`src/hdl/bus_pkg.sv`:
```
package bus_pkg;

	localparam int MEM_WORDS = 256;
	localparam int MEM_AW = $clog2(MEM_WORDS); // Word address bits, taken from addr[9:2].

	typedef enum logic [1:0] {
		W_BYTE = 2'd0,
		W_HALF = 2'd1,
		W_WORD = 2'd2
	} width_t;

	// Request toward the data RAM. Address is always word aligned.
	typedef struct packed {
		logic        access;
		logic        wr_en;
		logic [31:0] addr;
		logic [3:0]  bytesel;
		logic [31:0] wr_val;
	} bus_req_t;

	typedef struct packed {
		logic        ack;
		logic [31:0] data; // Full word, lanes unshifted.
	} bus_rsp_t;

endpackage

```
`src/hdl/core_pkg.sv`:
```
package core_pkg;

	localparam int NUM_REGS = 16;

	typedef enum logic [2:0] {
		OP_NOP   = 3'd0,
		OP_LDI   = 3'd1,
		OP_MOVE  = 3'd2,
		OP_LOAD  = 3'd3,
		OP_STORE = 3'd4
	} opcode_t;

	typedef logic [3:0] reg_idx_t;

	// Op as handed over by issue.
	typedef struct packed {
		opcode_t         opcode;
		reg_idx_t        rd;
		reg_idx_t        rs_base;
		reg_idx_t        rs_data;
		logic [31:0]     imm;
		bus_pkg::width_t width;
	} issue_t;

	// Registered output of the address stage.
	typedef struct packed {
		logic            valid;
		opcode_t         opcode;
		reg_idx_t        rd;
		logic [31:0]     addr;    // Byte address, not yet aligned.
		logic [31:0]     wr_data; // Store data, or the result of ldi/move.
		bus_pkg::width_t width;
	} agu_t;

	typedef struct packed {
		logic        valid;
		reg_idx_t    rd;
		logic [31:0] value;
	} wb_t;

endpackage

```
`src/hdl/reg_file.sv`:
```
`timescale 1ns/1ps

module reg_file (
	input  logic               clk,
	input  logic               rst_n,
	input  core_pkg::reg_idx_t rd_addr_a,
	input  core_pkg::reg_idx_t rd_addr_b,
	output logic [31:0]        rd_data_a,
	output logic [31:0]        rd_data_b,
	input  core_pkg::wb_t      wr
);

	logic [31:0] regs [core_pkg::NUM_REGS];

	// Entry zero is never written.
	always_ff @(posedge clk) begin
		if (rst_n && wr.valid && wr.rd != '0) begin
			regs[wr.rd] <= wr.value;
		end
	end

	assign rd_data_a = (rd_addr_a == '0) ? 32'd0 : regs[rd_addr_a];
	assign rd_data_b = (rd_addr_b == '0) ? 32'd0 : regs[rd_addr_b];

endmodule

```
`config.mk`:
```
export PLATFORM = sky130hd
export DESIGN_NAME = reg_file
export DESIGN_NICKNAME = d
export VERILOG_FILES = /design/src/hdl/bus_pkg.sv /design/src/hdl/core_pkg.sv /design/src/hdl/reg_file.sv
export SDC_FILE = /design/constraint.sdc
export NUM_CORES = 1
export LEC_CHECK = 0
export CAP_MARGIN = 20
export CORE_UTILIZATION = 33
export DETAILED_ROUTE_END_ITERATION = 10
export DONT_BUFFER_PORTS = 1
export PLACE_DENSITY = 0.45
export SETUP_SLACK_MARGIN = 0.2
export SLEW_MARGIN = 20
export SYNTH_ARGS = -nofsm -noshare
export SYNTH_HDL_FRONTEND = slang
export SYNTH_SLANG_ARGS = --single-unit
```
`constraint.sdc`:
```
create_clock -name clk -period 6 [get_ports clk]
set_clock_uncertainty 0.15 [all_clocks]
set_input_delay 0.9 -clock clk [delete_from_list [all_inputs] [get_ports clk]]
set_output_delay 0.9 -clock clk [all_outputs]
set_load 0.01 [all_outputs]
```
# --- Yosys cells after proc, flatten, opt, wreduce, memory -nomap -nowiden ---
# Memories as Yosys holds them, arrays and structs flattened.
# Cells that the tools add are included.
word_totals:
  register_bits: 0
  ram_bits: 512
  wordCells: 10
  n_memories: 1
op_classes:
  n_mux: 4
  reduce_logical: 5
mem_list:
  columns: ["memory", "depth", "word_bits", "read_ports", "rd_clocked_by_memory_dff", "wr", "line_no", "rtl"]
  rows:
  - ["regs", 16, 32, 2, 0, 1, "reg_file.sv:13", "logic [31:0] regs [core_pkg::NUM_REGS];"]
ops:
  columns: ["op", "count"]
  rows:
  - ["32-bit two-way mux", 2]
  - ["4-bit logical NOT", 2]
  - ["4-bit nonzero test", 1]
  - ["1-bit logical AND", 2]
  - ["1-bit two-way mux", 2]

# --- Longest topological paths before layout ---
logic_depth:
  ltp_word: 4
  mapped_depth: 8
  ltp_nobuf: 4

# --- Worst setup path before layout ---
# Ideal clock, no wire load.
synth_path:
  path_kind: "input port to flip-flop"
  start: "in wr[34] (netlist bit)"
  end: "mem regs[8][0] (enable)"
  setup_time_ns: 0.505
  t_arrival_ns: 4.193
  required_time_ns: 5.345
  setup_slack_ns: 1.153
  cell_stages: 2
  path_buffers: 0
  cell_sequence: "nand2b_1 > nor4_1"
synth_via:
  elab_chain_cells: 4
synth_rtl:
  columns: ["element", "line_no", "rtl"]
  rows:
  - ["start: declaration", "reg_file.sv:10", "input core_pkg::wb_t wr"]
  - ["4-bit nonzero test", "reg_file.sv:17", "if (rst_n && wr.valid && wr.rd != '0) begin"]
  - ["1-bit logical AND", "reg_file.sv:17", null]
  - ["1-bit two-way mux", "reg_file.sv:17", null]
  - ["1-bit two-way mux (implied by the code)", "reg_file.sv:18", "regs[wr.rd] <= wr.value;"]
  - ["end: declaration", "reg_file.sv:13", null]
# Parallel ways exist; a longest one is shown, timed or not.

# --- Final worst setup path ---
layout_path:
  start: "in rd_addr_a[0]"
  end: "out rd_data_a[20]"
layout_via:
  elab_chain_cells: 2
  word_cells_on_any_way: 3
  classes_between: "1 x mux; 1 x reduce/logical; 1 x memory"
layout_rtl:
  columns: ["element", "line_no", "rtl"]
  rows:
  - ["start: declaration", "reg_file.sv:6", "input core_pkg::reg_idx_t rd_addr_a,"]
  - ["memory read 16 x 32 bit or 4-bit logical NOT (tied branches)", null, null]
  - ["32-bit two-way mux *", "reg_file.sv:22", "assign rd_data_a = (rd_addr_a == '0) ? 32'd0 : regs[rd_addr_a];"]
  - ["end: declaration", "reg_file.sv:8", "output logic [31:0] rd_data_a,"]
# Mark *: on every way between the ends. The rest lies on a longest branch, timed or not.

==> results.cfg <==
[status]
run_status = complete, no violations

[grt]
first_global_vias = 12877
grt-ovfl-total = 0
track_usage = 0.1966
antenna_found_initial = 0
grt_pass1_wl_um = 94480
grt_max_degree = 163

[setup_path]
start_kind = input pin
path_class = input pin to primary output
cp.arrival_ps = 2880
worstPathRequired_ps = 4950
critical_path_peak_fanout = 71
crit_path_end_kind = primary output

[logic_synthesis]
synth_top_family_by_area = multiplexers
synth_cells = 1178
muxShareOfSynthArea = 0.2376
synth_nets = 1225
async_flop_share = 0
ys.flop_type = edfxtp_1
synth-edff-count = 480
ys_seq_area_frac = 0.6542
yosys.area_share.simple = 0.02249
ys_ff_latch = 480
synth_warnings = 0
synthAdderAreaFrac = 0
synth_area_um2 = 22030
synth_xor_area_frac = 0
syn_area_per_cell_um2 = 18.70
synthDistinctLibCells = 31
synth-compound-area-share = 0.06133

[finish]
layout_common_cells = edfxtp_1, mux4_2, mux2i_1, mux2_2, clkbuf_16
largest-register = regs
fin_area_um2 = 24490
area_growth_pct = 11.16
num_antenna_cells = 0
reg_top3 = regs (480)
nets = 1207
final_util = 0.3719
instances_no_fill = 2061
drive_gt1_frac = 0.2840
fillCellCount = 6011
largest_register_ff_count = 480
final_common_cell = edfxtp_1

[floorplan]
ioPinCount = 111
coreArea_um2 = 65860
die_h_um = 260.4
die_w_um = 260.4
dieArea_um2 = 67810
start_util = 0.3345
placement_rows = 94

[clock_tree]
hold_buffers = 0
h-tree-depth = 2
post_cts_resized = 0
clkSinkCount = 480
cts_buffer_depth = 3
clkTransAtPathRegs_ps = 60
cts_setup_buffers = 0
cts_tree = yes
cts_buffers = 55
root_buffer = clkbuf_16

[pwr]
swShare = 0.2113
intPower_mw = 5.702
p_leak_nw = 7.551
seqPwrFrac = 0.519
combPwrFrac = 0.057
peakVddDrop_mv = 0.1751
power_density_nw_per_um2 = 295.2
power_switching_mw = 1.528
power_mw = 7.230
clkPwrFrac = 0.424

[place]
place_inst = 1967
portBuffers = 0
place_area_um2 = 22890
dpl.hpwl_um = 34120
gp_congestion = 0.7097

[run]
cap_viol_max_count = 0

[detailed_routing]
drc_errors = 0
wirelength_um = 65850
first_pass_iters = 5
postRouteAntennaNets = 0
drt-wirelength-per-cell_um = 31.95
drtIter0Drc = 998
viasPerCell = 5.825
via_count = 12005

[timing]
fmax_mhz = 254.6
fin_crit_ps = 3927
report.final.setup_viol = 0
setup_tns_ps = 0
slew_viol_final = 0
hold_viol = 0
tightest_slew_ps = 1088
rsz0062_at_grt = no
fin_crit_sh = 0.6545
relSlewSlack = 0.2744

[worst_hold_path]
hold_depth = 0
min_to = regs[5][16]
hp-class = input pin to register
hold_start = wr[16]
[cells in the mapped netlist (3+ instances only)]
cell | n | area, um2
buf_2 | 30 | 150.1
a21oi_1 | 51 | 255.2
mux2i_1 | 90 | 900.9
o221a_2 | 5 | 56.30
nand2b_1 | 5 | 31.28
a221o_1 | 25 | 250.2
buf_6 | 5 | 56.30
buf_1 | 3 | 11.26
clkbuf_1 | 43 | 161.4
nor2_1 | 40 | 150.1
a221oi_1 | 44 | 385.4
o22ai_1 | 32 | 200.2
buf_4 | 13 | 97.59
nor3_1 | 35 | 175.2
nor3b_1 | 3 | 22.52
nor4_1 | 3 | 18.77
buf_12 | 3 | 60.06
a22oi_1 | 25 | 187.7
edfxtp_1 | 480 | 14410
mux2_2 | 63 | 709.4
nand2_1 | 7 | 26.28
mux4_2 | 161 | 3626
[per-stage QoR]
stage                     worst slack [ps]  hold slack [ps]
after floorplan                       1153            848.9
after global placement                2092            849.6
after detailed placement              2126            849.7
after CTS                             2125            199.6
after global routing                  1997            206.8
final                                 2073            236.2
[layout make-up]
| type | instances | area (um2) | share of cell area |
|---|---|---|---|
| Sequential cell | 480 | 14410 | 0.5885 |
| Multi-Input combinational cell | 601 | 7214 | 0.2945 |
| Clock buffer | 75 | 1494 | 0.06099 |
| Tap cell | 864 | 1081 | 0.04414 |
| Timing Repair Buffer | 22 | 177.7 | 0.007254 |
| Clock inverter | 19 | 112.6 | 0.004597 |
[logic make-up after synthesis]
kind of cell           count (synthesis)
AOI/OAI and AO/OA                    184
buffers and inverters                 97
DFF                                  480
muxes                                314
and+or+nand+nor                      103
[how the worst max path moves through the flow]
stage / startpoint / to / depth (start not counted) / slack (ps)
2_1_floorplan: wr[34] / regs[8][0] / 2 / 1150
3_3_place_gp: rd_addr_b[0] / rd_data_b[8] / 4 / 2090
3_5_place_dp: rd_addr_a[0] / rd_data_a[20] / 3 / 2130
4_1_cts: rd_addr_a[0] / rd_data_a[20] / 3 / 2120
5_1_grt: rd_addr_a[0] / rd_data_a[11] / 3 / 2000
6_report: rd_addr_a[0] / rd_data_a[20] / 3 / 2070
[routing by layer]
metal,global-route usage,vias up,share of wire
met5,0,-,0
met4,0.05019,0,0.017
met3,0.04604,73,0.066
met2,0.3097,383,0.47
met1,0.2736,6505,0.45
li1,-,5044,-
[worst max-delay path, cell delays in order]
cell and delay (ps):
and2b_2 970, a221oi_1 230, nor3_1 720
[power by group through the flow]
stage               registers, mW  clock network [mW]  logic, mW
finish                       3.75                3.06      0.415
global route                 3.75                3.27      0.445
CTS                          3.75                3.15      0.424
detailed placement           3.82                   0      0.423
global placement             3.82                   0      0.421
floorplan                    3.81                   0      0.397
No activity file was read; power rests on OpenSTA's default activity.
