File: src/hdl/bus_pkg.sv
package bus_pkg;

	localparam int MEM_WORDS = 256;
	localparam int MEM_AW = $clog2(MEM_WORDS); // Word address bits, taken from addr[9:2].

	typedef enum logic [1:0] {
		W_BYTE = 2'd0,
		W_HALF = 2'd1,
		W_WORD = 2'd2
	} width_t;

	// Request toward the data RAM. Address is always word aligned.
	typedef struct packed {
		logic        access;
		logic        wr_en;
		logic [31:0] addr;
		logic [3:0]  bytesel;
		logic [31:0] wr_val;
	} bus_req_t;

	typedef struct packed {
		logic        ack;
		logic [31:0] data; // Full word, lanes unshifted.
	} bus_rsp_t;

endpackage

File: src/hdl/core_pkg.sv
package core_pkg;

	localparam int NUM_REGS = 16;

	typedef enum logic [2:0] {
		OP_NOP   = 3'd0,
		OP_LDI   = 3'd1,
		OP_MOVE  = 3'd2,
		OP_LOAD  = 3'd3,
		OP_STORE = 3'd4
	} opcode_t;

	typedef logic [3:0] reg_idx_t;

	// Op as handed over by issue.
	typedef struct packed {
		opcode_t         opcode;
		reg_idx_t        rd;
		reg_idx_t        rs_base;
		reg_idx_t        rs_data;
		logic [31:0]     imm;
		bus_pkg::width_t width;
	} issue_t;

	// Registered output of the address stage.
	typedef struct packed {
		logic            valid;
		opcode_t         opcode;
		reg_idx_t        rd;
		logic [31:0]     addr;    // Byte address, not yet aligned.
		logic [31:0]     wr_data; // Store data, or the result of ldi/move.
		bus_pkg::width_t width;
	} agu_t;

	typedef struct packed {
		logic        valid;
		reg_idx_t    rd;
		logic [31:0] value;
	} wb_t;

endpackage

File: src/hdl/wb_stage.sv
`timescale 1ns/1ps

module wb_stage (
	input  logic               clk,
	input  logic               rst_n,
	input  core_pkg::wb_t      wb_in,
	output core_pkg::wb_t      rf_wr,
	output logic               retire_valid,
	output core_pkg::reg_idx_t retire_rd,
	output logic [31:0]        retire_value
);

	core_pkg::wb_t wb_q;

	always_ff @(posedge clk or negedge rst_n) begin
		if (!rst_n) begin
			wb_q.valid <= 1'b0;
		end else begin
			wb_q.valid <= wb_in.valid;
			if (wb_in.valid) begin
				wb_q.rd    <= wb_in.rd;
				wb_q.value <= wb_in.value;
			end
		end
	end

	assign rf_wr = wb_q; // Register file takes it on the next edge.

	assign retire_valid = wb_q.valid;
	assign retire_rd    = wb_q.rd;
	assign retire_value = wb_q.value;

endmodule

File: config.mk
export PLATFORM = sky130hd
export DESIGN_NAME = wb_stage
export DESIGN_NICKNAME = d
export VERILOG_FILES = /design/src/hdl/bus_pkg.sv /design/src/hdl/core_pkg.sv /design/src/hdl/wb_stage.sv
export SDC_FILE = /design/constraint.sdc
export NUM_CORES = 1
export LEC_CHECK = 0
export ABC_AREA = 1
export BUFFER_PORTS_ARGS = -buffer_cell sky130_fd_sc_hd__buf_2
export CORE_ASPECT_RATIO = 1.75
export CORE_MARGIN = 4
export CORE_UTILIZATION = 40
export CTS_BUF_LIST = sky130_fd_sc_hd__clkbuf_16
export CTS_CLUSTER_DIAMETER = 150
export DETAILED_ROUTE_END_ITERATION = 6
export GPL_TIMING_DRIVEN = 0
export PLACE_DENSITY = 0.89
export SLEW_MARGIN = 20
export SYNTH_ARGS = -nofsm -noshare
export SYNTH_HDL_FRONTEND = slang
export SYNTH_SLANG_ARGS = --single-unit
File: constraint.sdc
create_clock -name clk -period 0.9 [get_ports clk]
set_input_delay 0 -clock clk [delete_from_list [all_inputs] [get_ports clk]]
set_output_delay 0 -clock clk [all_outputs]
set_load 0.05 [all_outputs]
==> results.py, run 1 <==
metrics = {
    "yosys": {
        "syn_nets": 115,
        "syn_inst": 76,
        "synth_area_per_cell_um2": 18.3,
        "synth-seq-cells": 37,
        "yosys_warnings": 0,
        "ys_seq_area_share_pct": 79.5,
        "synth_area_leaders": "edfxtp_1, buf_4, dfrtp_1",
        "yosysUniqueCellTypes": 5,
        "yosys.area.top_type": "edfxtp_1",
        "syn_area_mm2": 0.00139,
        "synth_top_area_share_pct": 77.7,
    },
    "status": {
        "status": "did not finish",
        "firstError": "[ERROR DPL-0033] detailed placement checks failed during check placement.",
        "haltStage": "5_1_grt",
    },
    "floorplan": {
        "die_h_um": 86.0,
        "ioPinCount": 113,
        "num_rows": 28,
        "initial_core_util_pct": 41.4,
        "die_w_um": 52.6,
    },
    "cts": {
        "numCtsBuffers": 5,
        "post-cts-setup-buffers": 0,
        "clockBufferDepth": 2,
        "h-tree-depth": 2,
        "cts-root-buf": "clkbuf_16",
        "clock_sinks": 37,
    },
    "timing": {
        "worstEndpointType": "primary output",
        "postGrtWorstEndpoint": "rf_wr[9]",
    },
    "placement": {
        "numPlacedInstances": 233,
        "place.gp.congestion": 0.738,
        "dp_hpwl_mm": 2.77,
        "io_buffers": 112,
    },
    "global_route": {
        "grt_max_degree": 19,
        "antenna_found_initial": 2,
    },
}
## Yosys cell counts
library cell,number
dfrtp_1,1
nand2_1,1
buf_4,37
edfxtp_1,36
inv_1,1
## logic make-up after synthesis
kind of cell	count (synthesis)	share of synthesized area (%)
and+or+nand+nor	1	0.270
buffers and inverters	38	20.2
DFF	37	79.5
## repair_timing
action,in CTS
hold buffers,38
hold endpoints to repair,38
gates resized for setup,128
gates cloned,1
endpoints found under the setup margin,108
## per-stage QoR
stage	worst slack, ps	area, um^2	TNS, ps	hold WS (ps)
global placement	-366	2160	-13170	-184
CTS	-95.6	3070	-2470	98.8
detailed placement	-414	2160	-14880	-182
floorplan	-17.4	1550	-628	-296
==> run 2, diff against run 1 <==
Settings changed: CORE_ASPECT_RATIO 1.75 to default, CORE_UTILIZATION 40 to 25, CTS_BUF_LIST sky130_fd_sc_hd__clkbuf_16 to default, CTS_CLUSTER_DIAMETER 150 to default, PLACE_DENSITY 0.89 to default, PLACE_DENSITY_LB_ADDON from default to 0.15.
==> run 2 against run 1 <==
The flow now finishes, with violations (setup timing). Synthesized cell count is the same. Synthesized area is the same.
==> results.py, run 2 <==
metrics = {
    "flow_run": {
        "maxCapViolCount": 0,
    },
    "finish": {
        "diodes": 0,
        "final_cell_mix": "buf_6, buf_2, dlygate4sd3_1",
        "drive_above_1_share_pct": 67.2,
        "nNetsFinal": 273,
        "final_cell_area_mm2": 0.00323,
        "largest_reg_flops": 32,
        "area_growth_syn_to_layout_pct": 132,
        "layout_commonest_cell": "buf_6",
    },
    "floorplan": {
        "die_h_um": 82.6,
        "dieArea_mm2": 0.00682,
        "core_mm2": 0.00524,
        "die_w_um": 82.6,
        "num_rows": 26,
        "initial_core_util_pct": 26.6,
        "ioPinCount": 113,
    },
    "global_route": {
        "gr-usage-met2_pct": 22.3,
        "grt_max_degree": 19,
        "grt_pass1_wl_mm": 5.53,
        "grt_use_total_pct": 11.2,
        "globalRouteMet3Util_pct": 4.12,
        "grt_busiest_layer": "met2",
        "grt_use_met1_pct": 10.4,
        "grt_pass1_vias": 1183,
        "grt-ovfl-total": 0,
        "antenna_found_initial": 0,
    },
    "setup_path": {
        "crit_fanout": 2,
        "cp_slowest_cell": "edfxtp_1",
        "path_cells": "buf_6 > buf_8",
        "endpoint_kind": "output port",
        "crit_required_ps": 900,
        "cp-start-kind": "flop",
        "cp_top_family": "flip-flops",
        "critPathKind": "reg -> out",
        "cpPeakStageDelay_ps": 440,
        "cp-startpoint": "retire_value[24]",
        "arrival_ps": 1000,
        "crit_buf_inv": 2,
    },
    "yosys": {
        "synth_mux_area_share_pct": 0,
        "synthXorXnorAreaFrac_pct": 0,
        "synth_top_family_by_area": "buffers and inverters",
        "yosys.area_share.adder_pct": 0,
        "synth_area_per_cell_um2": 18.3,
        "async_flop_share_pct": 2.70,
        "synth_area_leaders": "edfxtp_1, buf_4, dfrtp_1",
        "syn_nets": 115,
        "synth_top_area_share_pct": 77.7,
        "synth-simple-area-share_pct": 0.270,
        "synth-main-ff-cell": "edfxtp_1",
        "yosysUniqueCellTypes": 5,
        "syn_area_mm2": 0.00139,
        "yosysMostFrequentCell": "buf_4",
        "synth_compound_area_share_pct": 0,
        "ys_seq_area_share_pct": 79.5,
        "syn_inst": 76,
        "synth_edf_count": 36,
        "synth-seq-cells": 37,
        "yosys_warnings": 0,
        "yosys.area.top_type": "edfxtp_1",
        "synthTopCellsByCount": "buf_4, edfxtp_1, dfrtp_1, inv_1, nand2_1",
    },
    "power_and_ir_drop": {
        "ir_worst_vdd_uv": 749,
        "p_int_mw": 3.65,
        "seqPwrFrac_pct": 40.1,
        "pwr-share-clk_pct": 25.7,
        "p_comb_share_pct": 34.2,
        "p_sw_mw": 1.65,
        "switching_share_pct": 31.1,
        "power.density_mw_per_mm2": 1640,
        "power.leakage_nw": 1.41,
    },
    "cts": {
        "cts-root-buf": "clkbuf_8",
        "numCtsBuffers": 5,
        "cts_tree": "built",
        "clock_sinks": 37,
        "cts.clk_slew.worst_paths_ps": 70,
        "post-cts-setup-buffers": 0,
        "clockBufferDepth": 2,
        "h-tree-depth": 2,
    },
    "placement": {
        "dp_hpwl_mm": 2.51,
        "io_buffers": 112,
        "place.gp.congestion": 0.664,
        "placed_cell_area_mm2": 0.00219,
        "place_ws_ps": -466,
    },
    "drt": {
        "routedWlPerCell_um": 13.4,
        "detail_route.first_pass.iterations": 4,
        "drt_wl_total_mm": 4.09,
        "vias": 1132,
        "drc": 0,
        "drtIter0Drc": 35,
        "ant_nets": 0,
        "vias_per_cell": 3.71,
    },
    "timing": {
        "fin_hold_ws_ps": 93.0,
        "rsz0062_at_grt": "yes",
        "setup_tns_ps": -3000,
        "finalSetupViolations": 44,
        "slew_headroom_pct": 72.6,
        "drv_slew": 0,
        "layout_min_cycle_time_ps": 1000,
        "worstMarginPinSlew_ps": 411,
        "hold_violations": 0,
        "period_share_pct": 111,
        "clock.fmax_mhz": 1000,
        "fin_ws_ps": -100,
    },
    "status": {
        "violations": "setup timing",
        "status": "complete, but fails checks",
    },
    "min_path": {
        "hp-class": "in -> async",
    },
}
run 2: cell counts after synthesis:
No cell type changed its count.
run 2: per-layer routing:
| metal | vias to the layer above | part of all wire (%) |
|---|---|---|
| met1 | 521 | 32 |
| li1 | 544 | - |
| met5 | - | 0 |
| met3 | 3 | 8.5 |
| met4 | 0 | 0.83 |
| met2 | 64 | 59 |
run 2: cells by family (layout without fill, tap and decap cells):
logic type / Yosys count / in the layout
and+or+nand+nor: 1 / 1
buffers and inverters: 38 / 197
DFF: 37 / 37
run 2: through the flow:
step                      utilization, %  power, mW  std cells
final                               61.6       5.30        305
after global routing                61.6       5.51        305
after CTS                           58.3       5.22        305
after detailed placement            41.9       3.47        258
after global placement              41.9       3.45        258
after floorplan                        -       3.16         76
run 2: timing repair:
action                                  in CTS  in global routing
hold endpoints to repair                    38                  0
cloned                                       1                  0
endpoints found under the setup margin     110                 74
hold buffers                                38                  0
gates resized for setup                    122                 50
pin swaps                                    0                  0
run 2: worst paths after layout:
kind                                 to  cells after the start  slack (ps)
worst max-delay path          rf_wr[24]                      2        -100
worst min-delay path       retire_valid                      2          90
max in group asynchronous  retire_valid                      2         710
min in group clk           retire_rd[1]                      3         410
run 2: layout make-up:
| cell class | count | area (um^2) |
|---|---|---|
| fillers | 395 | 2010 |
| multi-input cells | 1 | 20.0 |
| clock buffers | 6 | 72.6 |
| well taps | 70 | 87.6 |
| clock inverters | 2 | 33.8 |
| flip-flops and latches | 37 | 1110 |
| repair buffers | 150 | 1480 |
| repair inverters | 1 | 7.51 |
| inverters | 1 | 7.51 |
| plain buffers | 37 | 417 |
run 2: power groups by stage:
stage | sequential [mW] | clock, mW | combinational [mW]
6_report | 2.12 | 1.36 | 1.81
2_1_floorplan | 2.52 | 0 | 0.636
3_3_place_gp | 2.13 | 0 | 1.32
3_5_place_dp | 2.14 | 0 | 1.33
5_1_grt | 2.14 | 1.50 | 1.88
4_1_cts | 2.11 | 1.40 | 1.70
No activity file was read; power rests on OpenSTA's default activity.
