--- src/hdl/bus_pkg.sv ---
package bus_pkg;

	localparam int MEM_WORDS = 256;
	localparam int MEM_AW = $clog2(MEM_WORDS); // Word address bits, taken from addr[9:2].

	typedef enum logic [1:0] {
		W_BYTE = 2'd0,
		W_HALF = 2'd1,
		W_WORD = 2'd2
	} width_t;

	// Request toward the data RAM. Address is always word aligned.
	typedef struct packed {
		logic        access;
		logic        wr_en;
		logic [31:0] addr;
		logic [3:0]  bytesel;
		logic [31:0] wr_val;
	} bus_req_t;

	typedef struct packed {
		logic        ack;
		logic [31:0] data; // Full word, lanes unshifted.
	} bus_rsp_t;

endpackage

--- src/hdl/core_pkg.sv ---
package core_pkg;

	localparam int NUM_REGS = 16;

	typedef enum logic [2:0] {
		OP_NOP   = 3'd0,
		OP_LDI   = 3'd1,
		OP_MOVE  = 3'd2,
		OP_LOAD  = 3'd3,
		OP_STORE = 3'd4
	} opcode_t;

	typedef logic [3:0] reg_idx_t;

	// Op as handed over by issue.
	typedef struct packed {
		opcode_t         opcode;
		reg_idx_t        rd;
		reg_idx_t        rs_base;
		reg_idx_t        rs_data;
		logic [31:0]     imm;
		bus_pkg::width_t width;
	} issue_t;

	// Registered output of the address stage.
	typedef struct packed {
		logic            valid;
		opcode_t         opcode;
		reg_idx_t        rd;
		logic [31:0]     addr;    // Byte address, not yet aligned.
		logic [31:0]     wr_data; // Store data, or the result of ldi/move.
		bus_pkg::width_t width;
	} agu_t;

	typedef struct packed {
		logic        valid;
		reg_idx_t    rd;
		logic [31:0] value;
	} wb_t;

endpackage

--- src/hdl/addr_stage.sv ---
`timescale 1ns/1ps

module addr_stage (
	input  logic               clk,
	input  logic               rst_n,
	input  logic               issue_valid,
	input  core_pkg::issue_t   issue,
	output core_pkg::reg_idx_t rs_base_idx,
	output core_pkg::reg_idx_t rs_data_idx,
	input  logic [31:0]        base_val,
	input  logic [31:0]        data_val,
	output core_pkg::agu_t     agu
);

	logic [31:0] wr_sel;

	assign rs_base_idx = issue.rs_base;
	assign rs_data_idx = issue.rs_data;

	// The data slot carries the result for ops that skip the bus.
	always_comb begin
		case (issue.opcode)
			core_pkg::OP_LDI:  wr_sel = issue.imm;
			core_pkg::OP_MOVE: wr_sel = base_val;
			default:           wr_sel = data_val;
		endcase
	end

	always_ff @(posedge clk or negedge rst_n) begin
		if (!rst_n) begin
			agu.valid <= 1'b0;
		end else begin
			agu.valid <= issue_valid; // One cycle per strobe.
			if (issue_valid) begin
				agu.opcode  <= issue.opcode;
				agu.rd      <= issue.rd;
				agu.addr    <= base_val + issue.imm;
				agu.wr_data <= wr_sel;
				agu.width   <= issue.width;
			end
		end
	end

endmodule

--- config.mk ---
export PLATFORM = sky130hd
export DESIGN_NAME = addr_stage
export DESIGN_NICKNAME = d
export VERILOG_FILES = /design/src/hdl/bus_pkg.sv /design/src/hdl/core_pkg.sv /design/src/hdl/addr_stage.sv
export SDC_FILE = /design/constraint.sdc
export NUM_CORES = 1
export LEC_CHECK = 0
export BUFFER_PORTS_ARGS = -buffer_cell sky130_fd_sc_hd__buf_2
export CAP_MARGIN = 10
export CELL_PAD_IN_SITES_DETAIL_PLACEMENT = 1
export CELL_PAD_IN_SITES_GLOBAL_PLACEMENT = 2
export CORE_MARGIN = 3
export CORE_UTILIZATION = 31
export DETAILED_ROUTE_END_ITERATION = 10
export PLACE_DENSITY = 0.83
export SLEW_MARGIN = 20
export SYNTH_ARGS = -nofsm -noshare
export SYNTH_HDL_FRONTEND = slang
export SYNTH_SLANG_ARGS = --single-unit
--- constraint.sdc ---
create_clock -name clk -period 0.8 [get_ports clk]
set_input_delay 0.12 -clock clk [delete_from_list [all_inputs] [get_ports clk]]
set_output_delay 0.12 -clock clk [all_outputs]
set_load 0.02 [all_outputs]
# Word level (Yosys, flattened, before mapping)

Cells that the tools add are included.

Add/sub/neg operators: 1
Equal/unequal tests: 2
Muxes and demuxes: 1
Reduce and logical (&&, ||, !) cells: 1

Operators with widths:

| cell               | number |
|---|---|
| $pmux 32 s2        | 1 |
| $add 32x32->32     | 1 |
| $eq 3x1->1 const B | 1 |
| $eq 3x2->1 const B | 1 |
| $reduce_and 2->1   | 1 |

Register bits after elaboration: 74

# Logic depth before layout (Yosys ltp)

Gate-level depths: netlist (run 1).

Word-level depth: 2
Depth in mapped cells: 8
Mapped depth without buffers: 8

# Least setup slack after synthesis (run 1)

OpenSTA, ideal clock, no wires.

Path kind: input to register
Start point: input issue_valid
End point: register agu[0] (netlist bit), enable pin
Arrival time: 1827 ps
Data required time: 361 ps
Path slack: -1466 ps
Stages: 1
Buffers on the path: 0
Path through: and2_1

Word-level cells in the longest chain between the ends: 1

Ends and longest elaborated chain:

| what                              | line             | RTL |
|---|---|---|
| start: declaration                | addr_stage.sv:6  | `input logic issue_valid,` |
| $reduce_and 2->1 (no source line) | n/a              |  |
| end: declaration                  | addr_stage.sv:12 | `output core_pkg::agu_t agu` |

Every way passes these cells.
A chain may end at the register's enable or synchronous reset.

# Worst setup path in the final report (run 1)

Start point: input issue[2] (netlist bit)
End point: register agu[63] (netlist bit), data pin

Word-level cells in the longest chain between the ends: 1

Ends and longest elaborated chain:

| what               | line             | RTL |
|---|---|---|
| start: declaration | addr_stage.sv:7  | `input core_pkg::issue_t issue,` |
| $add 32x32->32     | addr_stage.sv:37 | `agu.addr <= base_val + issue.imm;` |

Every way passes these cells.

==> metrics.txt, run 1 <==
outcome finished, violations left; violated checks negative setup slack; Hold Violations, Final 0; Die Ht 129 um; Non-Filler Instances 971; cell area after synthesis about 4700 um2; shortest period the worst path allows 1.92 ns; most used flip-flop cell after synthesis edfxtp_1; Post-DP HPWL roughly 14000 um; CP max FO 3; first-pass GRT wire length slightly above 30000 um; RSZ-0062 raised after global routing true; max_cap viols 0; worst hold slack ~0.047 ns; arrival time worst endpoint 2.01 ns; Antenna Nets Post-Route 0; initial core utilization 32.0%; final-report max-slew violation count 0; DRC viols 0; htree depth 3; Crit. End Element register; CTS Sinks 74; most frequent cells after synthesis nand2_1, edfxtp_1, a22oi_1, ha_1, a21oi_1; Largest register FFs 74; RD Place Congestion 0.866; vias in the first global route 5568; gr usage total 24.3%; CORE AREA 14600 um2; power density cells around 1700 nW/um2; Final Cycle Share 240%; Worst Path Required 0.88 ns; f_max 520 MHz; Max IR drop VDD 1.07 mV; Worst-Margin Slew 0.483 ns; row count 44; DR iter-0 viols between 300 and 400; Static Leak 3.81 nW; Area after DPL roughly 6900 um2; Vias/cell between 5 and 6; mean post-synth cell area 10.2 um2; HP Class in2reg; Relative slew margins 67.5%; yosys warns 0; Core Util, Final 62.2%; top cells by area, synth edfxtp_1, ha_1, nand2_1; dpl ws -1.51 ns; Avg WL per Cell about 23 um; Syn-to-layout area delta 94.2%; CTS Root Cell clkbuf_16; Die Area 16600 um2; setup ws final -1.12 ns; share of cells above drive strength 1 approximately two thirds; Mapped Cells 458; CTS tree yes; grt ovf 0; initial antenna violation count 0; Reg clk slew, reported paths 0.06 ns; FFs w/ async S/R, synth 1.35%; fin nets 928; cell taking the most area after synthesis edfxtp_1; largest net degree at the start of global routing 28; placed cell count 909; via count 5237; Pwr Total 15.1 mW; setup violators final about 140; port bufs 181; Synth top area share about 47%; final instance area 9110 um2; count leader, synth nand2_1; startpoint types input port; clk buf depth 2; Largest Register agu; flop and latch count out of synthesis 74; TritonCTS Buffers 9; Post-Syn Nets 606; routed wire length 22600 um; Post-synth EDFFs 73; I/O pin cnt 198; register area share after synthesis 47.3%; Regs by FF count agu: 74 flops; Post-Route Setup TNS -44.28 ns; drt pass-1 iters 4; Setup CP Type in2reg; Die Wd 129 um; synth unique cells 56
worst paths after layout:
check                        startpoint      end  cells past startpoint
min in group asynchronous         rst_n  agu[73]                      2
max in group asynchronous         rst_n  agu[73]                      2
max                            issue[2]  agu[63]                     11
min                        data_val[16]  agu[18]                      3
timing repair:
action                     CTS  global route
hold buffers                11             0
pin swaps                   70            55
buffers inserted            23            11
hold endpoints to repair    11             0
resized for setup          215           160
cloned                       5             0
setup endpoints to repair  136           136
power breakdown:
group	internal [mW]	total (mW)	switching (mW)
Sequential	4.76	4.94	0.176
Combinational	2.96	5.95	2.98
Clock	2.43	4.26	1.84
layer usage:
layer / GRT usage (%) / wire length, um
met1: 28.0 / 8640
met2: 44.6 / 12300
met3: 4.25 / 1020
met4: 9.70 / 652
met5: 0 / 0
final cells by class:
cell class | count | area (um2)
Antenna cell | 2 | 5.00
Clock buffer | 10 | 229
Clock inverter | 6 | 67.6
Fill cell | 1505 | 5530
Inverter | 12 | 45.0
Multi-Input combinational cell | 340 | 3390
Sequential cell | 74 | 2220
Tap cell | 184 | 230
Timing Repair Buffer | 343 | 2930
cells in the final DEF, fill, tap and decap left out, types with 5 or more instances in the layout:
cell type	netlist	layout
a21oi_1	30	10
a21oi_2	1	13
a21oi_4	0	8
a22oi_1	33	15
a22oi_2	0	18
buf_12	0	8
buf_2	3	101
buf_4	8	119
buf_6	1	93
buf_8	0	7
clkbuf_16	0	11
dlygate4sd3_1	0	11
edfxtp_1	73	73
ha_1	31	7
ha_4	0	24
inv_1	12	12
nand2_1	86	29
nand2_2	1	34
nand2_4	0	24
nand3_1	12	10
nand4_1	9	9
nor2_1	14	10
o211ai_1	8	8
o21a_1	5	5
o21ai_0	18	10
xnor2_1	18	13
xnor2_2	0	5
xor2_1	11	10
critical path, cell delays in order:
cell,delay [ns]
buf_8,0.10
ha_4,0.16
buf_4,0.13
buf_6,0.11
a211oi_2,0.24
buf_4,0.18
o21ai_4,0.06
o211a_4,0.27
o211ai_1,0.24
nand3_1,0.19
xor2_1,0.21
cells by family after synthesis:
family	Yosys count	synth area share, %
buffers and inverters	44	4.77
XOR/XNOR	29	5.41
adder cells (fa/ha/maj)	32	8.70
AND/OR/NAND/NOR	142	13.4
AO/OA/AOI/OAI	137	20.5
flip-flops	74	47.3
Power figures use the tool's default switching activity.
==> inputs of run 2 (changes only) <==
--- a/config.mk
+++ b/config.mk
@@ -6,7 +6,6 @@
 export NUM_CORES = 1
 export LEC_CHECK = 0
 export BUFFER_PORTS_ARGS = -buffer_cell sky130_fd_sc_hd__buf_2
-export CAP_MARGIN = 10
 export CELL_PAD_IN_SITES_DETAIL_PLACEMENT = 1
 export CELL_PAD_IN_SITES_GLOBAL_PLACEMENT = 2
 export CORE_MARGIN = 3
==> constraint.sdc (replaced) <==
create_clock -name clk -period 0.8 [get_ports clk]
set_input_delay 0.04 -clock clk [delete_from_list [all_inputs] [get_ports clk]]
set_output_delay 0.04 -clock clk [all_outputs]
set_load 0.02 [all_outputs]
==> run 2 against run 1 <==
Effect of this change: the run ends with negative hold slack, negative setup slack left; first-iteration DRC count shrank 16%; utilization shrank 0.28 points; sequential cell count is the same; global-route usage shrank 0.54 points; fmax grew 2.4%; clock power grew 6.8%; final area shrank 0.45%; clock-buffer cell count is the same; critical endpoint is now agu[52]; largest power group unchanged.
==> metrics.txt, run 2 (synthesized netlist as in run 1, its figures left out) <==
Final Cycle Share 235%; TritonCTS Buffers 9; Die Ht around 130 um; max_cap viols 0; final-report max-slew violation count 0; Vias/cell 5.30; shortest period the worst path allows about 1.9 ns; I/O pin cnt 198; f_max 532 MHz; CORE AREA 14600 um2; arrival time worst endpoint 1.97 ns; Largest Register agu; fin nets 962; Hold Violations, Final 4; vias in the first global route 5588; Antenna Nets Post-Route 0; Max IR drop VDD 0.982 mV; commonest cells after routing, fill and taps aside buf_4, buf_6, buf_2, nand2_1, edfxtp_1; RSZ-0062 raised after global routing true; Relative slew margins 65.1%; setup ws final -1.08 ns; startpoint types input port; port bufs 181; Crit. End Element register; share of cells above drive strength 1 56.4%; worst hold slack -0.0267 ns; Regs by FF count agu: 74 flops; largest net degree at the start of global routing 30; Core Util, Final 61.9%; dpl ws -1.39 ns; Reg clk slew, reported paths 0.07 ns; Avg WL per Cell approximately 23 um; placed cell count 909; via count 5326; outcome finished, violations left; clk buf depth 2; DRC viols 0; setup violators final 116; htree depth 3; DR iter-0 viols 255; first-pass GRT wire length 30500 um; HP Class in2reg; commonest non-fill, non-tap cell in the layout buf_4; Largest register FFs 74; initial core utilization roughly 32%; CTS tree yes; CTS Sinks 74; grt ovf 0; initial antenna violation count 1; hold buffers post-CTS 44; RD Place Congestion 0.855; Setup CP Type in2reg; routed wire length between 20000 and 25000 um; Die Area 16600 um2; drt pass-1 iters 4; Worst-Margin Slew 0.521 ns; Non-Filler Instances 1004; violated checks negative hold slack, negative setup slack; CP max FO 3; Pwr Total about 15 mW; Worst Path Required 0.89 ns; CTS Root Cell clkbuf_16; row count 44; power density cells around 1700 nW/um2; Die Wd 129 um; Syn-to-layout area delta 93.4%; Post-DP HPWL 13500 um; gr usage total 23.8%; Static Leak ~3.8 nW
[run 2: cell types whose count changed in the layout (fill, tap and decap cells not counted), sizes merged]
cell / before / now
dlymetal6s4s: 0 / 1
diode: 2 / 1
dlygate4sd3: 11 / 42
clkinv: 3 / 2
bufinv: 1 / 2
buf: 330 / 332
[run 2: worst paths after layout]
path,startpoint,end,slack [ns],cells past startpoint
hold / removal,issue[2],agu[34],-0.03,2
setup / recovery,base_val[0],agu[52],-1.08,10
min in group asynchronous,rst_n,agu[73],0.13,3
max in group asynchronous,rst_n,agu[73],0.59,3
[run 2: metal layers]
| metal | track usage, % | wire length, um |
|---|---|---|
| met1 | 27.7 | 8610 |
| met2 | 44.0 | 12400 |
| met4 | 9.39 | 1140 |
| met5 | 0 | 0 |
| met3 | 3.09 | 979 |
[run 2: layout make-up]
type,instances,area (um2)
diodes,1,2.50
clock buffers,10,229
clock inverters,6,92.6
fillers,1521,5570
inverters,12,45.0
multi-input cells,340,3060
flip-flops and latches,74,2220
well taps,184,230
repair buffers,377,3190
[run 2: worst max-delay path, stage by stage]
cell and delay [ns]:
buf_8 0.11, ha_4 0.18, fa_2 0.41, a21oi_4 0.19, o221ai_4 0.16, a311oi_4 0.32
buf_6 0.17, nor2_4 0.05, a221oi_2 0.26, xnor2_1 0.09
[run 2: through the flow]
step / area (um2) / setup TNS [ns]
after floorplan: 5120 / -41.31
after global placement: 6900 / -45.60
after detailed placement: 6900 / -49.17
after CTS: 8400 / -29.12
after global routing: 9070 / -38.11
final: 9070 / -34.71
[run 2: where the power goes]
group | internal [mW] | total, mW | switching (mW) | leakage (nW)
clock | 2.75 | 4.55 | 1.80 | 0.149
sequential | 4.76 | 4.94 | 0.181 | 0.693
combinational | 2.93 | 5.84 | 2.90 | 3.01
[run 2: timing repair]
action                     in CTS  in global routing
setup endpoints to repair     103                136
gates resized for setup       145                148
pin swaps                      39                 36
setup buffers                  20                 21
hold endpoints to repair       43                  2
cloned                          0                  1
