===== src/hdl/bus_pkg.sv =====
package bus_pkg;

	localparam int MEM_WORDS = 256;
	localparam int MEM_AW = $clog2(MEM_WORDS); // Word address bits, taken from addr[9:2].

	typedef enum logic [1:0] {
		W_BYTE = 2'd0,
		W_HALF = 2'd1,
		W_WORD = 2'd2
	} width_t;

	// Request toward the data RAM. Address is always word aligned.
	typedef struct packed {
		logic        access;
		logic        wr_en;
		logic [31:0] addr;
		logic [3:0]  bytesel;
		logic [31:0] wr_val;
	} bus_req_t;

	typedef struct packed {
		logic        ack;
		logic [31:0] data; // Full word, lanes unshifted.
	} bus_rsp_t;

endpackage


===== src/hdl/core_pkg.sv =====
package core_pkg;

	localparam int NUM_REGS = 16;

	typedef enum logic [2:0] {
		OP_NOP   = 3'd0,
		OP_LDI   = 3'd1,
		OP_MOVE  = 3'd2,
		OP_LOAD  = 3'd3,
		OP_STORE = 3'd4
	} opcode_t;

	typedef logic [3:0] reg_idx_t;

	// Op as handed over by issue.
	typedef struct packed {
		opcode_t         opcode;
		reg_idx_t        rd;
		reg_idx_t        rs_base;
		reg_idx_t        rs_data;
		logic [31:0]     imm;
		bus_pkg::width_t width;
	} issue_t;

	// Registered output of the address stage.
	typedef struct packed {
		logic            valid;
		opcode_t         opcode;
		reg_idx_t        rd;
		logic [31:0]     addr;    // Byte address, not yet aligned.
		logic [31:0]     wr_data; // Store data, or the result of ldi/move.
		bus_pkg::width_t width;
	} agu_t;

	typedef struct packed {
		logic        valid;
		reg_idx_t    rd;
		logic [31:0] value;
	} wb_t;

endpackage


===== src/hdl/mem_stage.sv =====
`timescale 1ns/1ps

module mem_stage (
	input  logic              clk,
	input  logic              rst_n,
	input  core_pkg::agu_t    agu,
	input  logic              dbg_en,
	input  logic              dbg_access,
	input  logic              dbg_wr_en,
	input  logic [31:0]       dbg_addr,
	input  bus_pkg::width_t   dbg_width,
	input  logic [31:0]       dbg_wr_val,
	output logic [31:0]       dbg_rd_val,
	output logic              dbg_compl,
	output bus_pkg::bus_req_t req,
	input  bus_pkg::bus_rsp_t rsp,
	output core_pkg::wb_t     wb
);

	logic [31:0]        wr_data;
	logic [1:0]         byte_addr;
	bus_pkg::width_t    mem_width;
	logic               pipe_mem;
	logic               pipe_byp;
	logic               ld_q;
	logic               dbg_q;
	logic               byp_q;
	core_pkg::reg_idx_t rd_q;
	logic [31:0]        byp_val_q;
	bus_pkg::width_t    acc_width_q;
	logic [1:0]         acc_off_q;
	logic [31:0]        rd_val;

	assign pipe_mem = agu.valid &&
		(agu.opcode == core_pkg::OP_LOAD || agu.opcode == core_pkg::OP_STORE);
	assign pipe_byp = agu.valid &&
		(agu.opcode == core_pkg::OP_LDI || agu.opcode == core_pkg::OP_MOVE);

	// Debug owns the bus while enabled.
	always_comb begin
		if (dbg_en) begin
			wr_data    = dbg_wr_val;
			byte_addr  = dbg_addr[1:0];
			mem_width  = dbg_width;
			req.access = dbg_access;
			req.wr_en  = dbg_wr_en;
			req.addr   = {dbg_addr[31:2], 2'b00};
		end else begin
			wr_data    = agu.wr_data;
			byte_addr  = agu.addr[1:0];
			mem_width  = agu.width;
			req.access = pipe_mem;
			req.wr_en  = (agu.opcode == core_pkg::OP_STORE);
			req.addr   = {agu.addr[31:2], 2'b00};
		end

		// Byte selects and write data rotated into the lane.
		case (mem_width)
			bus_pkg::W_HALF: begin
				req.bytesel = 4'b0011 << {byte_addr[1], 1'b0};
				req.wr_val  = wr_data << {byte_addr[1], 4'b0000};
			end
			bus_pkg::W_BYTE: begin
				req.bytesel = 4'b0001 << byte_addr;
				req.wr_val  = wr_data << {byte_addr, 3'b000};
			end
			default: begin
				req.bytesel = 4'b1111;
				req.wr_val  = wr_data;
			end
		endcase
	end

	always_ff @(posedge clk or negedge rst_n) begin
		if (!rst_n) begin
			ld_q  <= 1'b0;
			dbg_q <= 1'b0;
			byp_q <= 1'b0;
		end else begin
			ld_q  <= !dbg_en && agu.valid && agu.opcode == core_pkg::OP_LOAD;
			dbg_q <= dbg_en && dbg_access;
			byp_q <= !dbg_en && pipe_byp;
			if (req.access) begin
				acc_width_q <= mem_width; // Needed to align the returning word.
				acc_off_q   <= byte_addr;
			end
			if (pipe_mem || pipe_byp) begin
				rd_q      <= agu.rd;
				byp_val_q <= agu.wr_data;
			end
		end
	end

	// Read data shifted down and zero extended.
	always_comb begin
		case (acc_width_q)
			bus_pkg::W_HALF: rd_val = (rsp.data >> {acc_off_q[1], 4'b0000}) & 32'h0000_ffff;
			bus_pkg::W_BYTE: rd_val = (rsp.data >> {acc_off_q, 3'b000}) & 32'h0000_00ff;
			default:         rd_val = rsp.data;
		endcase
	end

	assign dbg_rd_val = rd_val;
	assign dbg_compl  = dbg_q && rsp.ack;

	// Loads and bypassed ops never land in the same cycle.
	always_comb begin
		wb.valid = (ld_q && rsp.ack) || byp_q;
		wb.rd    = rd_q;
		wb.value = ld_q ? rd_val : byp_val_q;
	end

endmodule


===== config.mk =====
export PLATFORM = sky130hd
export DESIGN_NAME = mem_stage
export DESIGN_NICKNAME = d
export VERILOG_FILES = /design/src/hdl/bus_pkg.sv /design/src/hdl/core_pkg.sv /design/src/hdl/mem_stage.sv
export SDC_FILE = /design/constraint.sdc
export NUM_CORES = 1
export LEC_CHECK = 0
export BUFFER_PORTS_ARGS = -buffer_cell sky130_fd_sc_hd__buf_2
export CELL_PAD_IN_SITES_DETAIL_PLACEMENT = 1
export CELL_PAD_IN_SITES_GLOBAL_PLACEMENT = 2
export CORE_ASPECT_RATIO = 0.6
export CORE_MARGIN = 2
export CORE_UTILIZATION = 21
export DETAILED_ROUTE_END_ITERATION = 8
export GPL_TIMING_DRIVEN = 0
export PLACE_DENSITY = 0.94
export SETUP_SLACK_MARGIN = 0.02
export SYNTH_ARGS = -nofsm -noshare
export SYNTH_HDL_FRONTEND = slang
export SYNTH_SLANG_ARGS = --single-unit
export TNS_END_PERCENT = 30

===== constraint.sdc =====
create_clock -name clk -period 1.8 [get_ports clk]
set_input_delay 0 -clock clk [delete_from_list [all_inputs] [get_ports clk]]
set_output_delay 0 -clock clk [all_outputs]
set_load 0.02 [all_outputs]

# After elaboration in Yosys (flattened, before gate mapping)
# Cells that the tools add are included.
[word_totals] regBits=43 inputBits=178 output_inout_bits=140 wordCells=43
[op_classes] eq_ne=6 shift=6 muxes=7 reduce_logical=17
[ops] op="$pmux W36 S2" n=1
[ops] op="$mux W32" n=2
[ops] op="$pmux W32 S2" n=1
[ops] op="$shl A32 B5 Y32" n=2
[ops] op="$mux W34" n=1
[ops] op="$shr A32 B5 Y16" n=1
[ops] op="$shr A32 B5 Y8" n=1
[ops] op="$logic_and A1 B1 Y1" n=8
[ops] op="$eq A3 B2 Y1 const B" n=2
[ops] op="$eq A2 B1 Y1 const B" n=2
[ops] op="$logic_not A2 Y1" n=2
[ops] op="$logic_or A1 B1 Y1" n=4
[ops] op="$mux W2" n=2
[ops] op="$reduce_and A2 Y1" n=2
[ops] op="$shl A1 B2 Y4 const A" n=1
[ops] op="$shl A2 B2 Y4 const A" n=1
[ops] op="$eq A3 B1 Y1 const B" n=1
[ops] op="$eq A3 B3 Y1 const B" n=1
[ops] op="$logic_not A1 Y1" n=1

# Longest topological paths before layout
[depth] depth_word=5 depth_mapped=8 ltp_nobuf=5

# Least setup slack after synthesis
# No wires, ideal clock.
[synth_path] kind="register to output" from="register acc_off_q[1]" to="output port wb[0] in the netlist's numbering" arrival_time_ns=1.839 required_time_ns=1.800 setup_slack_ns=-0.039 path_stages_with_launch=7 path_buffers=2 path_cell_list="edfxtp_1 buf_2 inv_2 clkbuf_1 a21oi_1 o21ai_0 mux2_2"
[synth_rtl] item="from (decl)" line_no="mem_stage.sv:31" text="logic [1:0] acc_off_q;"
[synth_rtl] item="from (signal assigned)" line_no="mem_stage.sv:85" text="acc_off_q <= byte_addr;"
[synth_rtl] item="to (decl)" line_no="mem_stage.sv:17" text="output core_pkg::wb_t wb"

==> summary.md <==
| Metric | Value |
|---|---|
| Violations in the final reports | `negative setup slack` |
| Final Hold Fails | `0` |
| Number of global-route vias before repair | `4943` |
| Unrepaired setup endpoints after global routing | `true` |
| Yosys Warn Count | `0` |
| Max_slew headroom | `38.6%` |
| DR DRC count | `0` |
| Lkg Pwr | `3.18 nW` |
| Number of antenna violations at the first check in global routing | `4` |
| Max Cap Violations | `0` |
| Mean cell area of the mapped netlist | `10.0 sq um` |
| Worst path slowest cell | `edfxtp_1` |
| Post-CTS clock slew at the launch and capture registers of the worst setup and hold paths | `70 ps` |
| Type of the setup path with the least slack | `reg -> out` |
| Critical Path End Type | `primary output` |
| Fillers | `2174` |
| Via count | `4765` |
| Number of synthesized flops with an enable pin | `40` |
| Layout area overhead | `77.3%` |
| Library cell used as clock root buffer | `clkbuf_16` |
| Largest voltage drop on the vdd net | `0.375 mV` |
| Number of non-filler instances in the completed layout | `1009` |
| CTS sink cnt | `43` |
| Proportion of synthesized chip area in sequential cells | `33.3%` |
| Cell Area, Synth | `0.00383 sq mm` |
| Seq. cell area | `0.00128 sq mm` |
| Fin crit period | `1910 ps` |
| Flip-flop cell with the highest count after synthesis | `edfxtp_1` |
| Area of combinational cells with multiple inputs | `0.00247 sq mm` |
| Final setup viols | `14` |
| Worst Hold Slack | `26.5 ps` |
| Post-Route Setup TNS | `-975 ps` |
| Buffer and inverter count on the worst path | `3` |
| Max-slew violation count | `0` |
| Placer congestion estimate | `0.855` |
| Maximum clock path buffer count | `2` |
| Input/output buffers | `314` |
| Total I/O pin count | `318` |
| Final wirelength | `21.7 mm` |
| Worst-margin pin slew | `922 ps` |
| Share of the cycle needed by the critical path after routing | `106%` |
| Largest driver fanout on the critical path | `5` |
| DRT Pass-1 Iters | `5` |
| Initial standard-cell utilization of the core | `21.3%` |
| WL per Instance | `21.5 microns` |
| Die outline area | `0.0194 sq mm` |
| Achievable Freq | `524 MHz` |
| HP Class | `in -> reg` |
| Final setup margin | `-107 ps` |
| Congestion Overflow GR | `0` |
| Post-DP HPWL | `17.2 mm` |
| Global-route wire length before repair | `30.3 mm` |
| Share of final-layout standard cells stronger than drive strength 1 | `63.1%` |
| Cell area power density | `591 mW/mm^2` |
| Critical path, cell by cell | `buf_6 -> buf_12 -> mux2_2 -> a32oi_2 -> o21ai_1 -> mux2_4 -> buf_6` |
| Area of the core | `0.0180 sq mm` |
| Worst slack at placement | `-513 ps` |
| Required @ worst endpoint | `1800 ps` |
| Largest net degree at the start of global routing | `37` |
| Non-Filler Cell Area, Final | `0.00679 sq mm` |
| CP most frequent cell | `buf_6` |
| Max stage delay on crit path | `390 ps` |
| CTS tree | `done` |
| Critical Path Source Type | `flip-flop` |
| TritonCTS buffer count | `5` |
| Violation count after the first detailed-routing iteration | `230` |
| Number of placed instances with taps included | `938` |
| Kind of cell with the highest combined delay on the critical path | `multiplexers` |
| Routed Antenna Nets | `0` |
| Post-synthesis instance total | `383` |
| Global-route usage over all layers | `21.2%` |
| Number of distinct standard cells referenced by the synthesized netlist | `50` |
| Total cell area at the placement stage | `0.00571 sq mm` |
| Number of flip-flops and latches in the synthesized netlist | `43` |
| Share of async-settable or async-resettable flops after synthesis | `6.98%` |
| Number of placement rows | `38` |
| Die boundary height | `109 microns` |
| CTS H-tree depth | `2` |
| Status | `complete, but fails checks` |
| Die extent in x | `178 microns` |
| Data arrival time of the worst path | `1910 ps` |
| Nets | `943` |
| Vias per std cell | `4.72` |
-- timing repair --
| action | CTS | global route |
|---|---|---|
| buffers inserted | 13 | 13 |
| pin swaps | 10 | 15 |
| hold buffers | 39 | 0 |
| setup endpoints to repair | 46 | 45 |
| gates resized for setup | 72 | 47 |
| hold endpoints to repair | 40 | 0 |
| gates cloned | 1 | 0 |
-- flip-flops by register name, indices dropped and copies added (netlist names) --
name,count
acc_off_q,2
acc_width_q,2
byp_val_q,32
dbg_q,1
byp_q,1
rd_q,4
ld_q,1
-- synthesized netlist by cell type, drive strengths merged, types with 2 or more instances --
| master | instances | area (sq um) |
|---|---|---|
| mux2 | 75 | 845 |
| edfxtp | 40 | 1200 |
| nor2 | 33 | 124 |
| mux2i | 26 | 277 |
| and2 | 23 | 146 |
| buf | 22 | 145 |
| o21ai | 17 | 85.1 |
| a22o | 14 | 123 |
| nand2 | 14 | 71.3 |
| a21oi | 13 | 65.1 |
| nor2b | 13 | 83.8 |
| inv | 12 | 47.6 |
| clkbuf | 11 | 41.3 |
| o22ai | 11 | 68.8 |
| a221oi | 8 | 70.1 |
| nor3 | 5 | 25.0 |
| or3 | 5 | 31.3 |
| a2111oi | 4 | 35.0 |
| a32oi | 4 | 53.8 |
| nand3 | 4 | 20.0 |
| and3 | 3 | 18.8 |
| dfrtp | 3 | 75.1 |
| nand2b | 3 | 18.8 |
| o31ai | 3 | 22.5 |
| a211oi | 2 | 15.0 |
| a21o | 2 | 15.0 |
| xnor2 | 2 | 17.5 |
-- power breakdown --
| part | internal (W) | switching [W] |
|---|---|---|
| logic | 0.000814 | 0.00106 |
| registers | 0.00116 | 0.0000236 |
| clock network | 0.000530 | 0.000424 |
| total | 0.00250 | 0.00151 |
-- kinds of logic (layout without fill, tap and decap cells) --
| kind of cell | count (synthesis) | count (layout) | share of synthesized area (%) |
|---|---|---|---|
| AND/OR/NAND/NOR | 107 | 107 | 15.0 |
| other | 1 | 5 | 0.0979 |
| flip-flops | 43 | 43 | 33.3 |
| XOR/XNOR | 2 | 2 | 0.457 |
| buffers and inverters | 46 | 428 | 6.21 |
| multiplexers | 101 | 101 | 29.3 |
| AO/OA/AOI/OAI | 83 | 83 | 15.6 |
-- per-stage QoR --
stage | total power, W | util [%]
detailed placement | 0.00282 | 31.8
global route | 0.00419 | 37.8
global placement | 0.00280 | 31.7
floorplan | 0.00212 | -
CTS | 0.00395 | 36.5
finish | 0.00401 | 37.8
-- layout make-up --
cell class | instances | area share (%)
diodes | 3 | 0.111
plain buffers | 31 | 3.58
clock buffers | 5 | 1.84
clock inverters | 3 | 0.387
inverters | 13 | 0.756
multi-input cells | 295 | 36.4
flip-flops and latches | 43 | 18.8
well taps | 240 | 4.42
repair buffers | 376 | 33.7
-- worst paths after layout --
kind | cells past startpoint | endpoint | from | slack (ps)
setup / recovery | 7 | wb[0] | acc_off_q[1] | -110
hold / removal | 1 | byp_val_q[2] | agu[4] | 30
max in group asynchronous | 2 | dbg_q | rst_n | 1620
min in group asynchronous | 2 | byp_q | rst_n | 50
-- per-layer routing --
| metal | wire [microns] | part of all wire [%] | track usage, % | vias to the layer above |
|---|---|---|---|---|
| met5 | 0 | 0 | 0 | - |
| met4 | 294 | 1.4 | 4.76 | 0 |
| met3 | 1630 | 7.5 | 3.90 | 22 |
| met2 | 9990 | 46 | 34.7 | 224 |
| met1 | 9750 | 45 | 29.0 | 2314 |
| li1 | - | - | - | 2205 |
-- cells in the final DEF (no fill, tap or decap), drive strengths merged, types with 14 or more instances in the layout --
cell / n
a22o: 14
and2: 23
buf: 359
clkbuf: 14
dlygate4sd3: 39
edfxtp: 40
inv: 15
mux2: 75
mux2i: 26
nand2: 14
nor2: 33
o21ai: 17
(Power assumes the default switching activity.)
